==> src/design/patch_cfg.svh <==
`ifndef PATCH_CFG_SVH
`define PATCH_CFG_SVH

// patch geometry
`define PATCH_DIM 4            // nodes per side

// node arithmetic
`define NODE_W 18              // signed node value width
`define RHO_FRAC 17            // fraction bits of rho

// host bus
`define APB_AW 8
`define APB_DW 32

`define ITER_W 16              // sweep count width

`endif
==> src/design/wave_pkg.sv <==
`include "patch_cfg.svh"

package wave_pkg;

	typedef logic signed [`NODE_W-1:0] node_t;    // one displacement sample

	typedef struct packed {
		logic [$clog2(`PATCH_DIM)-1:0] row;
		logic [$clog2(`PATCH_DIM)-1:0] col;
	} coord_t;

	// logical time planes, mapped to physical storage by patch_memory
	typedef enum logic [1:0] {
		plane_prev = 2'd0,
		plane_curr = 2'd1,
		plane_next = 2'd2
	} plane_t;

	typedef struct packed {
		logic   valid;
		logic   write;
		plane_t plane;
		coord_t coord;
		node_t  data;
	} mem_req_t;

	typedef struct packed {
		node_t center;    // curr plane, this node
		node_t prev;      // prev plane, this node
		node_t right;
		node_t left;
		node_t up;
		node_t down;
	} update_ops_t;

	typedef struct packed {
		node_t right;
		node_t left;
		node_t up;
		node_t down;
	} edge_set_t;

endpackage

==> src/design/bus_pkg.sv <==
`include "patch_cfg.svh"

package bus_pkg;

	typedef struct packed {
		logic               psel;
		logic               penable;
		logic               pwrite;
		logic [`APB_AW-1:0] paddr;
		logic [`APB_DW-1:0] pwdata;
	} apb_req_t;

	typedef struct packed {
		logic [`APB_DW-1:0] prdata;
		logic               pready;
		logic               pslverr;
	} apb_rsp_t;

	typedef enum logic [2:0] {
		sel_ctrl       = 3'd0,
		sel_status     = 3'd1,
		sel_rho        = 3'd2,
		sel_edge_right = 3'd3,
		sel_edge_left  = 3'd4,
		sel_edge_up    = 3'd5,
		sel_edge_down  = 3'd6
	} reg_sel_t;

	// bit 6 picks the view, bits 1:0 are byte lanes of a word
	typedef union packed {
		struct packed {
			logic             spare;
			logic             node;       // set for node region
			wave_pkg::coord_t coord;      // row in 5:4, column in 3:2
			logic [1:0]       byte_sel;
		} node_addr;
		struct packed {
			logic       spare;
			logic       node;             // clear for register region
			logic       pad;
			reg_sel_t   sel;
			logic [1:0] byte_sel;
		} reg_addr;
	} apb_addr_u;

	typedef struct packed {
		logic             valid;
		logic             write;
		wave_pkg::coord_t coord;
		wave_pkg::node_t  data;
	} host_req_t;

endpackage

==> src/design/patch_top.sv <==
`include "patch_cfg.svh"

module patch_top (
	input  logic              clock,
	input  logic              reset,
	input  bus_pkg::apb_req_t apb_req,
	output bus_pkg::apb_rsp_t apb_rsp,
	output logic              sweep_done
);
	import bus_pkg::*;
	import wave_pkg::*;

	host_req_t          host_req;
	logic               host_ack;
	node_t              host_rdata;
	logic               start;
	logic [`ITER_W-1:0] iter_count;
	node_t              rho;
	edge_set_t          edges;
	logic               busy;
	logic [`ITER_W-1:0] sweeps_done_count;
	mem_req_t           mem_req;
	node_t              rdata;
	logic               rotate;
	update_ops_t        ops;
	logic               ops_valid;
	node_t              result;
	logic               result_valid;

	apb_regs i_apb_regs (
		.clock(clock), .reset(reset), .apb_req(apb_req), .apb_rsp(apb_rsp),
		.host_req(host_req), .host_ack(host_ack), .host_rdata(host_rdata),
		.start(start), .iter_count(iter_count), .rho(rho), .edges(edges),
		.busy(busy), .sweeps_done_count(sweeps_done_count)
	);

	node_sweep i_node_sweep (
		.clock(clock), .reset(reset), .start(start), .iter_count(iter_count),
		.edges(edges), .host_req(host_req), .host_ack(host_ack), .host_rdata(host_rdata),
		.mem_req(mem_req), .rdata(rdata), .rotate(rotate), .ops(ops), .ops_valid(ops_valid),
		.result(result), .result_valid(result_valid), .busy(busy),
		.sweeps_done_count(sweeps_done_count), .sweep_done(sweep_done)
	);

	patch_memory i_patch_memory (
		.clock(clock), .reset(reset), .mem_req(mem_req), .rotate(rotate), .rdata(rdata)
	);

	node_update i_node_update (
		.clock(clock), .reset(reset), .ops(ops), .ops_valid(ops_valid), .rho(rho),
		.result(result), .result_valid(result_valid)
	);

endmodule

==> src/design/node_update.sv <==
`include "patch_cfg.svh"

module node_update (
	input  logic                  clock,
	input  logic                  reset,
	input  wave_pkg::update_ops_t ops,
	input  logic                  ops_valid,
	input  wave_pkg::node_t       rho,
	output wave_pkg::node_t       result,
	output logic                  result_valid
);
	import wave_pkg::*;

	localparam int LAP_W  = `NODE_W + 3;    // room for four neighbors minus 4x center
	localparam int PROD_W = `NODE_W + LAP_W;

	logic signed [LAP_W-1:0]  lap;
	logic signed [PROD_W-1:0] prod;
	logic signed [PROD_W-1:0] scaled;
	node_t                    next_val;

	always_comb begin
		lap = $signed(ops.right) + $signed(ops.left) + $signed(ops.up) + $signed(ops.down) -
			($signed(ops.center) <<< 2);
		prod   = lap * rho;
		scaled = prod >>> `RHO_FRAC;
		next_val = `NODE_W'(($signed(ops.center) <<< 1) - $signed(ops.prev) + scaled);    // wraps
	end

	always_ff @(posedge clock) begin
		if (!reset)
			result_valid <= 1'b0;
		else
			result_valid <= ops_valid;
	end

	always_ff @(posedge clock) begin
		if (ops_valid)
			result <= next_val;
	end

endmodule

==> src/design/patch_memory.sv <==
`include "patch_cfg.svh"

module patch_memory (
	input  logic               clock,
	input  logic               reset,
	input  wave_pkg::mem_req_t mem_req,
	input  logic               rotate,
	output wave_pkg::node_t    rdata
);
	import wave_pkg::*;

	localparam int NODES = `PATCH_DIM * `PATCH_DIM;

	node_t                     planes [3][NODES];
	logic [1:0]                base;          // physical plane holding prev
	logic [2:0]                plane_sum;
	logic [1:0]                phys;
	logic [$bits(coord_t)-1:0] index;

	assign plane_sum = base + mem_req.plane;
	assign phys      = (plane_sum >= 3'd3) ? 2'(plane_sum - 3'd3) : plane_sum[1:0];
	assign index     = mem_req.coord;    // row major

	always_ff @(posedge clock) begin
		if (!reset) begin
			base <= 2'd0;
			for (int p = 0; p < 3; p++)
				for (int n = 0; n < NODES; n++)
					planes[p][n] <= '0;
		end else begin
			if (rotate)
				base <= (base == 2'd2) ? 2'd0 : base + 1'b1;    // curr becomes prev
			if (mem_req.valid && mem_req.write)
				planes[phys][index] <= mem_req.data;
		end
	end

	always_ff @(posedge clock) begin
		if (mem_req.valid && !mem_req.write)
			rdata <= planes[phys][index];
	end

	// a rotate moves the plane map, so no access may share its cycle
	a_rotate_quiet: assert property (@(posedge clock) disable iff (!reset)
		rotate |-> !mem_req.valid)
		else $error("memory access during plane rotation");

endmodule

==> src/design/node_sweep.sv <==
`include "patch_cfg.svh"

module node_sweep (
	input  logic                  clock,
	input  logic                  reset,
	input  logic                  start,
	input  logic [`ITER_W-1:0]    iter_count,
	input  wave_pkg::edge_set_t   edges,
	input  bus_pkg::host_req_t    host_req,
	output logic                  host_ack,
	output wave_pkg::node_t       host_rdata,
	output wave_pkg::mem_req_t    mem_req,
	input  wave_pkg::node_t       rdata,
	output logic                  rotate,
	output wave_pkg::update_ops_t ops,
	output logic                  ops_valid,
	input  wave_pkg::node_t       result,
	input  logic                  result_valid,
	output logic                  busy,
	output logic [`ITER_W-1:0]    sweeps_done_count,
	output logic                  sweep_done
);
	import wave_pkg::*;

	typedef enum logic [2:0] {
		s_idle, s_host_wr, s_host_rd, s_read, s_compute, s_write, s_rotate
	} sweep_state_t;

	localparam int MAX_IDX = `PATCH_DIM - 1;

	// operand slots, also the bit order of the read mask
	localparam logic [2:0] ph_prev  = 3'd0;
	localparam logic [2:0] ph_curr  = 3'd1;
	localparam logic [2:0] ph_right = 3'd2;
	localparam logic [2:0] ph_left  = 3'd3;
	localparam logic [2:0] ph_up    = 3'd4;
	localparam logic [2:0] ph_down  = 3'd5;

	sweep_state_t state;
	coord_t       coord;
	coord_t       coord_inc;
	logic [5:0]   need;
	logic [2:0]   sel;
	logic         pend_valid;
	logic [2:0]   pend_sel;
	logic         node_begin;
	logic         last_node;
	logic         last_sweep;
	update_ops_t  ops_q;

	// edge nodes skip the reads that fall outside the patch
	function automatic logic [5:0] read_mask(coord_t c);
		read_mask = {c.row != MAX_IDX, c.row != 0, c.col != 0, c.col != MAX_IDX, 2'b11};
	endfunction

	function automatic logic [2:0] first_set(logic [5:0] m);
		first_set = ph_prev;
		for (int i = 5; i >= 0; i--)
			if (m[i])
				first_set = 3'(i);
	endfunction

	function automatic coord_t read_coord(coord_t c, logic [2:0] s);
		read_coord = c;
		case (s)
			ph_right: read_coord.col = c.col + 1'b1;
			ph_left:  read_coord.col = c.col - 1'b1;
			ph_up:    read_coord.row = c.row - 1'b1;
			ph_down:  read_coord.row = c.row + 1'b1;
			default: ;
		endcase
	endfunction

	assign sel        = first_set(need);
	assign coord_inc  = coord_t'(coord + 1'b1);    // row order walk
	assign last_node  = (coord.row == MAX_IDX) && (coord.col == MAX_IDX);
	assign last_sweep = (sweeps_done_count + 1'b1) == iter_count;
	assign node_begin = (state == s_idle && start) || (state == s_write && result_valid) ||
		(state == s_rotate);
	assign busy       = state inside {s_read, s_compute, s_write, s_rotate};
	assign ops_valid  = (state == s_compute);
	assign ops        = ops_q;
	assign host_rdata = rdata;

	always_comb begin
		mem_req  = '0;
		host_ack = 1'b0;
		rotate   = 1'b0;
		case (state)
			s_idle: begin
				if (host_req.valid && !start) begin    // write lands in prev first
					mem_req.valid = 1'b1;
					mem_req.write = host_req.write;
					mem_req.plane = host_req.write ? plane_prev : plane_curr;
					mem_req.coord = host_req.coord;
					mem_req.data  = host_req.data;
				end
			end
			s_host_wr: begin
				mem_req.valid = 1'b1;
				mem_req.write = 1'b1;
				mem_req.plane = plane_curr;
				mem_req.coord = host_req.coord;
				mem_req.data  = host_req.data;
				host_ack      = 1'b1;
			end
			s_host_rd: host_ack = 1'b1;    // rdata is valid now
			s_read: begin
				if (need != '0) begin
					mem_req.valid = 1'b1;
					mem_req.plane = (sel == ph_prev) ? plane_prev : plane_curr;
					mem_req.coord = read_coord(coord, sel);
				end
			end
			s_write: begin
				if (result_valid) begin
					mem_req.valid = 1'b1;
					mem_req.write = 1'b1;
					mem_req.plane = plane_next;
					mem_req.coord = coord;
					mem_req.data  = result;
				end
			end
			s_rotate: rotate = 1'b1;
			default: ;
		endcase
	end

	always_ff @(posedge clock) begin
		if (!reset) begin
			state             <= s_idle;
			coord             <= '0;
			need              <= '0;
			pend_valid        <= 1'b0;
			pend_sel          <= ph_prev;
			sweeps_done_count <= '0;
			sweep_done        <= 1'b0;
		end else begin
			sweep_done <= 1'b0;
			pend_valid <= (state == s_read) && (need != '0);
			pend_sel   <= sel;
			case (state)
				s_idle: begin
					if (start) begin
						coord             <= '0;
						need              <= read_mask('0);
						sweeps_done_count <= '0;
						state             <= s_read;
					end else if (host_req.valid) begin
						state <= host_req.write ? s_host_wr : s_host_rd;
					end
				end
				s_host_wr, s_host_rd: state <= s_idle;
				s_read: begin
					if (need != '0)
						need <= need & ~(6'b1 << sel);
					else
						state <= s_compute;    // last read captured this cycle
				end
				s_compute: state <= s_write;
				s_write: begin
					if (result_valid) begin
						if (last_node) begin
							state <= s_rotate;
						end else begin
							coord <= coord_inc;
							need  <= read_mask(coord_inc);
							state <= s_read;
						end
					end
				end
				s_rotate: begin
					sweeps_done_count <= sweeps_done_count + 1'b1;
					coord             <= '0;
					need              <= read_mask('0);
					if (last_sweep) begin
						sweep_done <= 1'b1;
						state      <= s_idle;
					end else begin
						state <= s_read;
					end
				end
				default: state <= s_idle;
			endcase
		end
	end

	// boundary values first, inside neighbors overwrite them
	always_ff @(posedge clock) begin
		if (node_begin) begin
			ops_q.right <= edges.right;
			ops_q.left  <= edges.left;
			ops_q.up    <= edges.up;
			ops_q.down  <= edges.down;
		end
		if (pend_valid) begin
			case (pend_sel)
				ph_prev:  ops_q.prev   <= rdata;
				ph_curr:  ops_q.center <= rdata;
				ph_right: ops_q.right  <= rdata;
				ph_left:  ops_q.left   <= rdata;
				ph_up:    ops_q.up     <= rdata;
				ph_down:  ops_q.down   <= rdata;
				default: ;
			endcase
		end
	end

	// host traffic only between runs, and apb_regs drops the request after the ack
	a_ack_idle: assert property (@(posedge clock) disable iff (!reset)
		host_ack |-> !busy ##1 !host_req.valid)
		else $error("host ack during a run or request held after ack");

endmodule

==> src/design/apb_regs.sv <==
`include "patch_cfg.svh"

module apb_regs (
	input  logic                clock,
	input  logic                reset,
	input  bus_pkg::apb_req_t   apb_req,
	output bus_pkg::apb_rsp_t   apb_rsp,
	output bus_pkg::host_req_t  host_req,
	input  logic                host_ack,
	input  wave_pkg::node_t     host_rdata,
	output logic                start,
	output logic [`ITER_W-1:0]  iter_count,
	output wave_pkg::node_t     rho,
	output wave_pkg::edge_set_t edges,
	input  logic                busy,
	input  logic [`ITER_W-1:0]  sweeps_done_count
);
	import bus_pkg::*;
	import wave_pkg::*;

	apb_addr_u          addr;
	logic               setup;
	logic               access;
	logic               is_node;
	logic               reg_write;
	logic               ctrl_bad;
	logic               node_done;
	node_t              node_rdata;
	logic [`APB_DW-1:0] reg_rdata;

	assign addr      = apb_req.paddr;
	assign setup     = apb_req.psel && !apb_req.penable;
	assign access    = apb_req.psel && apb_req.penable;
	assign is_node   = addr.node_addr.node;
	assign reg_write = access && apb_req.pwrite && !is_node;
	assign ctrl_bad  = busy || (apb_req.pwdata[`ITER_W-1:0] == '0);    // no restart, no empty run

	always_ff @(posedge clock) begin
		if (!reset) begin
			host_req   <= '0;
			node_done  <= 1'b0;
			start      <= 1'b0;
			iter_count <= '0;
			rho        <= '0;
			edges      <= '0;
		end else begin
			start <= 1'b0;
			if (setup && is_node) begin    // node access goes to the sequencer
				host_req.valid <= 1'b1;
				host_req.write <= apb_req.pwrite;
				host_req.coord <= addr.node_addr.coord;
				host_req.data  <= apb_req.pwdata[`NODE_W-1:0];
			end
			if (host_ack) begin
				host_req.valid <= 1'b0;
				node_done      <= 1'b1;
			end
			if (access && is_node && node_done)
				node_done <= 1'b0;    // transfer completes this cycle
			if (reg_write) begin
				case (addr.reg_addr.sel)
					sel_ctrl: begin
						if (!ctrl_bad) begin
							iter_count <= apb_req.pwdata[`ITER_W-1:0];
							start      <= 1'b1;
						end
					end
					sel_rho:        rho        <= apb_req.pwdata[`NODE_W-1:0];
					sel_edge_right: edges.right <= apb_req.pwdata[`NODE_W-1:0];
					sel_edge_left:  edges.left  <= apb_req.pwdata[`NODE_W-1:0];
					sel_edge_up:    edges.up    <= apb_req.pwdata[`NODE_W-1:0];
					sel_edge_down:  edges.down  <= apb_req.pwdata[`NODE_W-1:0];
					default: ;    // status is read only
				endcase
			end
		end
	end

	always_ff @(posedge clock) begin
		if (host_ack)
			node_rdata <= host_rdata;
	end

	always_comb begin
		reg_rdata = '0;
		case (addr.reg_addr.sel)
			sel_ctrl:       reg_rdata = `APB_DW'(iter_count);
			sel_status: begin
				reg_rdata[`APB_DW-1 -: `ITER_W] = sweeps_done_count;
				reg_rdata[0]                    = busy;
			end
			sel_rho:        reg_rdata = `APB_DW'($signed(rho));
			sel_edge_right: reg_rdata = `APB_DW'($signed(edges.right));
			sel_edge_left:  reg_rdata = `APB_DW'($signed(edges.left));
			sel_edge_up:    reg_rdata = `APB_DW'($signed(edges.up));
			sel_edge_down:  reg_rdata = `APB_DW'($signed(edges.down));
			default: ;
		endcase
	end

	assign apb_rsp.prdata  = is_node ? `APB_DW'($signed(node_rdata)) : reg_rdata;
	assign apb_rsp.pready  = !(access && is_node && !node_done);    // stall until node ack
	assign apb_rsp.pslverr = reg_write && (addr.reg_addr.sel == sel_ctrl) && ctrl_bad;

	// access phase must follow a setup phase
	a_penable_after_psel: assert property (@(posedge clock) disable iff (!reset)
		$rose(apb_req.penable) |-> $past(apb_req.psel))
		else $error("penable rose without a setup cycle");

endmodule

==> config.mk <==
export PLATFORM = sky130hd
export DESIGN_NAME = patch_top
export DESIGN_NICKNAME = d
export VERILOG_FILES = /design/src/design/wave_pkg.sv /design/src/design/bus_pkg.sv /design/src/design/patch_top.sv /design/src/design/node_update.sv /design/src/design/patch_memory.sv /design/src/design/node_sweep.sv /design/src/design/apb_regs.sv
export VERILOG_INCLUDE_DIRS = /design/src /design/src/design
export SDC_FILE = /design/constraint.sdc
export NUM_CORES = 2
export LEC_CHECK = 0
export ABC_AREA = 1
export BUFFER_PORTS_ARGS = -buffer_cell sky130_fd_sc_hd__buf_2
export CORE_ASPECT_RATIO = 0.9
export CORE_MARGIN = 1.5
export CORE_UTILIZATION = 64
export CTS_CLUSTER_SIZE = 28
export DETAILED_ROUTE_END_ITERATION = 16
export HOLD_SLACK_MARGIN = 0.02
export PLACE_DENSITY_LB_ADDON = 0.3
export SYNTH_ARGS = -nofsm -noshare
export SYNTH_HDL_FRONTEND = slang
export SYNTH_HIERARCHICAL = 1
export SYNTH_SLANG_ARGS = --single-unit
==> constraint.sdc <==
create_clock -name clock -period 13.53 [get_ports clock]
set_input_delay 0.6765 -clock clock [delete_from_list [all_inputs] [get_ports clock]]
set_output_delay 0.6765 -clock clock [all_outputs]
set_load 0.1 [all_outputs]
==> run metrics <==
crit-path max FO=12; hold path start=apb_req[41]; Hold-fix buffers, CTS=0; cell taking the most area after synthesis=edfxtp_1; Max Cap Viol=0; combinational power share=11.3%; core box area=133,000 µm²; sequential share of power=48.9%; 1st-iter DRT viols=11,308; Synth top area share=43.5%; initial antenna violation count=12; top post-synthesis cells by area=edfxtp_1 44%, fa_1 9.8%, nand2_1 9.8%; Seq/Total Area, Yosys=49.2%; Critical Path End Type=register; Mapped Cells=9,809; WL/cell=23.8 µm; wire length on met2=115,000 µm; clk root buf=clkbuf_16; synth cell count leaders=2,229 x nand2_1, 1,757 x inv_1, 1,242 x edfxtp_1; Mapped Nets=10,406; HP Class=primary input to register; post-synthesis register bit count=1,483; power density cells=113 nW/µm²; Die Wd=389 µm; Slowest Stage Delay on Critical Path=0.78 ns; Setup Fix Bufs, Post-CTS=0; Clock Path Buffers=3; Final Hold Fails=0; clk slew on worst S/H paths=0.06 ns; ANT nets after route=0; Vias/cell=6.04; Setup Skew=0.0348 ns; unrepaired setup endpoints after global routing=false; die height=350 µm; outcome=finished, final reports clean; number of enable flip-flop cells after synthesis=1,242; Hold Path Depth=2; Setup TNS=0 ns; Detailed Routing Iterations Pass 1=7; Clock power frac=39.7%; Crit Path Class=register to register; vias=69,457; IO Port Bufs=62; CP startpoint kind=register; Worst slew margin=12.3%; total grt overflow=0; asr flop ratio synth=0%; GPL Wtd Cong=0.995; sink of the worst hold path=i_apb_regs/node_done$_SDFFE_PP0P_; reg-to-reg startpoint=i_node_sweep/ops[8]$_DFF_P_; Worst path slowest cell=xor2_1; clk sinks=1,483; Final Cycle Share=91.1%; Residual DRC=0; WL final=273,000 µm; post-synth cell types=62; Clk Latency, worst-skew pair=0.82 ns; Req. time, crit path=14.06 ns; GR Util All Layers=40.0%; Num CTS Buffers=154; Mean Syn Cell Area=8.73 µm²; P_int=7.63 mW; FP Rows=127; Final setup viols=0; layout cells sized above 1=5.66%; reg-to-reg setup timing slack=1.20 ns; top_reg_cell synth=edfxtp_1; Final Max Slew Viols=0; reg2reg end=i_node_update/result[15]$_DFFE_PP_; first-pass GRT wire length=403,000 µm; nets=10,225; sw frac=26.7%; CTS tree=done; P_leak=41.8 nW; total number of yosys warnings=6; fmax=0.0811 GHz; vias in the first global route=65,748; Switch Pwr=2.78 mW; fin cells=11,493; Cell Area, Synth=85,600 µm²; Top Metal Used=met5; Final HPWL DP=172,000 µm; H-Tree Depth=4; Resize count post-CTS=0; Synth-to-Final Area Change=7.45%; pin count of the biggest net entering global routing=210; placed insts=11,212; Tmin final=12.33 ns; reg2reg path depth=43; Post-Route M1 WL=98,000 µm; Final Util=69.2%; maximum vdd ir drop=0.000153 V; Boundary Pins=80; Starting Density=64.4%; count leader, synth=nand2_1; Die ar.=136,000 µm²; DR WL met3=45,500 µm; worst slew pin tran=1.31 ns; arrival time worst endpoint=12.86 ns
## state kept, by name, indices dropped and copies added, names as in the netlist, 2 cells and up
| name | cells |
|---|---|
| i_patch_memory/planes | 1152 |
| i_node_sweep/ops | 108 |
| i_apb_regs/edges | 72 |
| i_apb_regs/host_req | 24 |
| i_apb_regs/node_rdata | 18 |
| i_apb_regs/rho | 18 |
| i_node_update/result | 18 |
| i_patch_memory/rdata | 18 |
| i_apb_regs/iter_count | 16 |
| i_node_sweep/sweeps_done_count | 16 |
| i_node_sweep/need | 6 |
| i_node_sweep/coord | 4 |
| i_node_sweep/pend_sel | 3 |
| i_node_sweep/state | 3 |
| i_patch_memory/base | 2 |
## metrics by stage
| stage | cell area, µm² | power [mW] | worst slack, ns | hold WS [ns] |
|---|---|---|---|---|
| floorplan | 85600 | 5.90 | 3.33 | 0.431 |
| global placement | 87100 | 6.28 | 1.55 | 0.447 |
| detailed placement | 87100 | 6.31 | 1.46 | 0.458 |
| CTS | 92000 | 10.4 | 1.36 | 0.135 |
| global route | 92000 | 10.7 | 0.640 | 0.169 |
| finish | 92000 | 10.4 | 1.20 | 0.182 |
## kinds of logic after synthesis
logic type | share of synthesized area [%]
AOI/OAI and AO/OA | 3.51
xor gates and xnor gates | 0.770
adders and majority gates | 11.7
buffers and inverters | 10.5
DFF | 49.2
and+or+nand+nor | 24.3
## worst max-delay path, delay by kind of cell, from the launching register on
| kind | cells | cell delay [ns] |
|---|---|---|
| xor+xnor | 3 | 1.13 |
| compound gates | 11 | 2.59 |
| buf+inv | 9 | 0.88 |
| fa+ha+maj | 13 | 5.81 |
| simple gates | 7 | 1.29 |
| flops | 1 | 0.34 |
## metal layers
metal	vias to the layer above	global-route usage, %
met5	-	1.05
met4	18	19.4
met3	914	13.4
met2	5296	57.4
met1	32813	54.7
li1	30416	-
## placed cells by master, fill, tap and decap left out, types with 22 or more instances in the layout
cell type and count:
clkbuf_16 156, edfxtp_1 1242, inv_2 22, nand4_1 60, nand3b_1 258, clkbuf_1 47, a31oi_1 85, clkinv_1 34
inv_1 1754, o21ai_0 192, nor2_1 1201, fa_1 418, a21oi_1 208, xnor2_1 29, nand2_1 2207, buf_2 61
nand2_2 53, nand3_1 973, buf_4 140, xor2_1 40, ha_1 134, dfxtp_1 241
## layout make-up
cell class	instances	area, µm²
Antenna cell	2	5.00
Clock buffer	210	4180
Clock inverter	68	689
Fill cell	9860	41000
Inverter	1788	6710
Multi-Input combinational cell	5992	34600
Sequential cell	1483	42100
Tap cell	1741	2180
Timing Repair Buffer	209	1500
## power groups by stage
stage          Sequential (mW)  Combinational (mW)  Clock, mW
3_3_place_gp              5.18                1.10          0
6_report                  5.09                1.18       4.13
4_1_cts                   5.09                1.13       4.14
3_5_place_dp              5.18                1.12          0
2_1_floorplan             5.16               0.740          0
5_1_grt                   5.10                1.25       4.31
## worst max path at each step
stage	slack (ns)	end	start
6_report	1.20	i_node_update/result[15]$_DFFE_PP_	i_node_sweep/ops[8]$_DFF_P_
5_1_grt	0.64	i_node_update/result[15]$_DFFE_PP_	i_node_sweep/ops[8]$_DFF_P_
4_1_cts	1.36	i_node_update/result[15]$_DFFE_PP_	i_node_sweep/ops[8]$_DFF_P_
3_5_place_dp	1.46	i_node_update/result[15]$_DFFE_PP_	i_node_sweep/ops[8]$_DFF_P_
3_3_place_gp	1.55	i_node_update/result[15]$_DFFE_PP_	i_node_sweep/ops[2]$_DFF_P_
2_1_floorplan	3.33	i_node_update/result[17]$_DFFE_PP_	i_node_sweep/ops[9]$_DFF_P_
(Power assumes the default switching activity.)
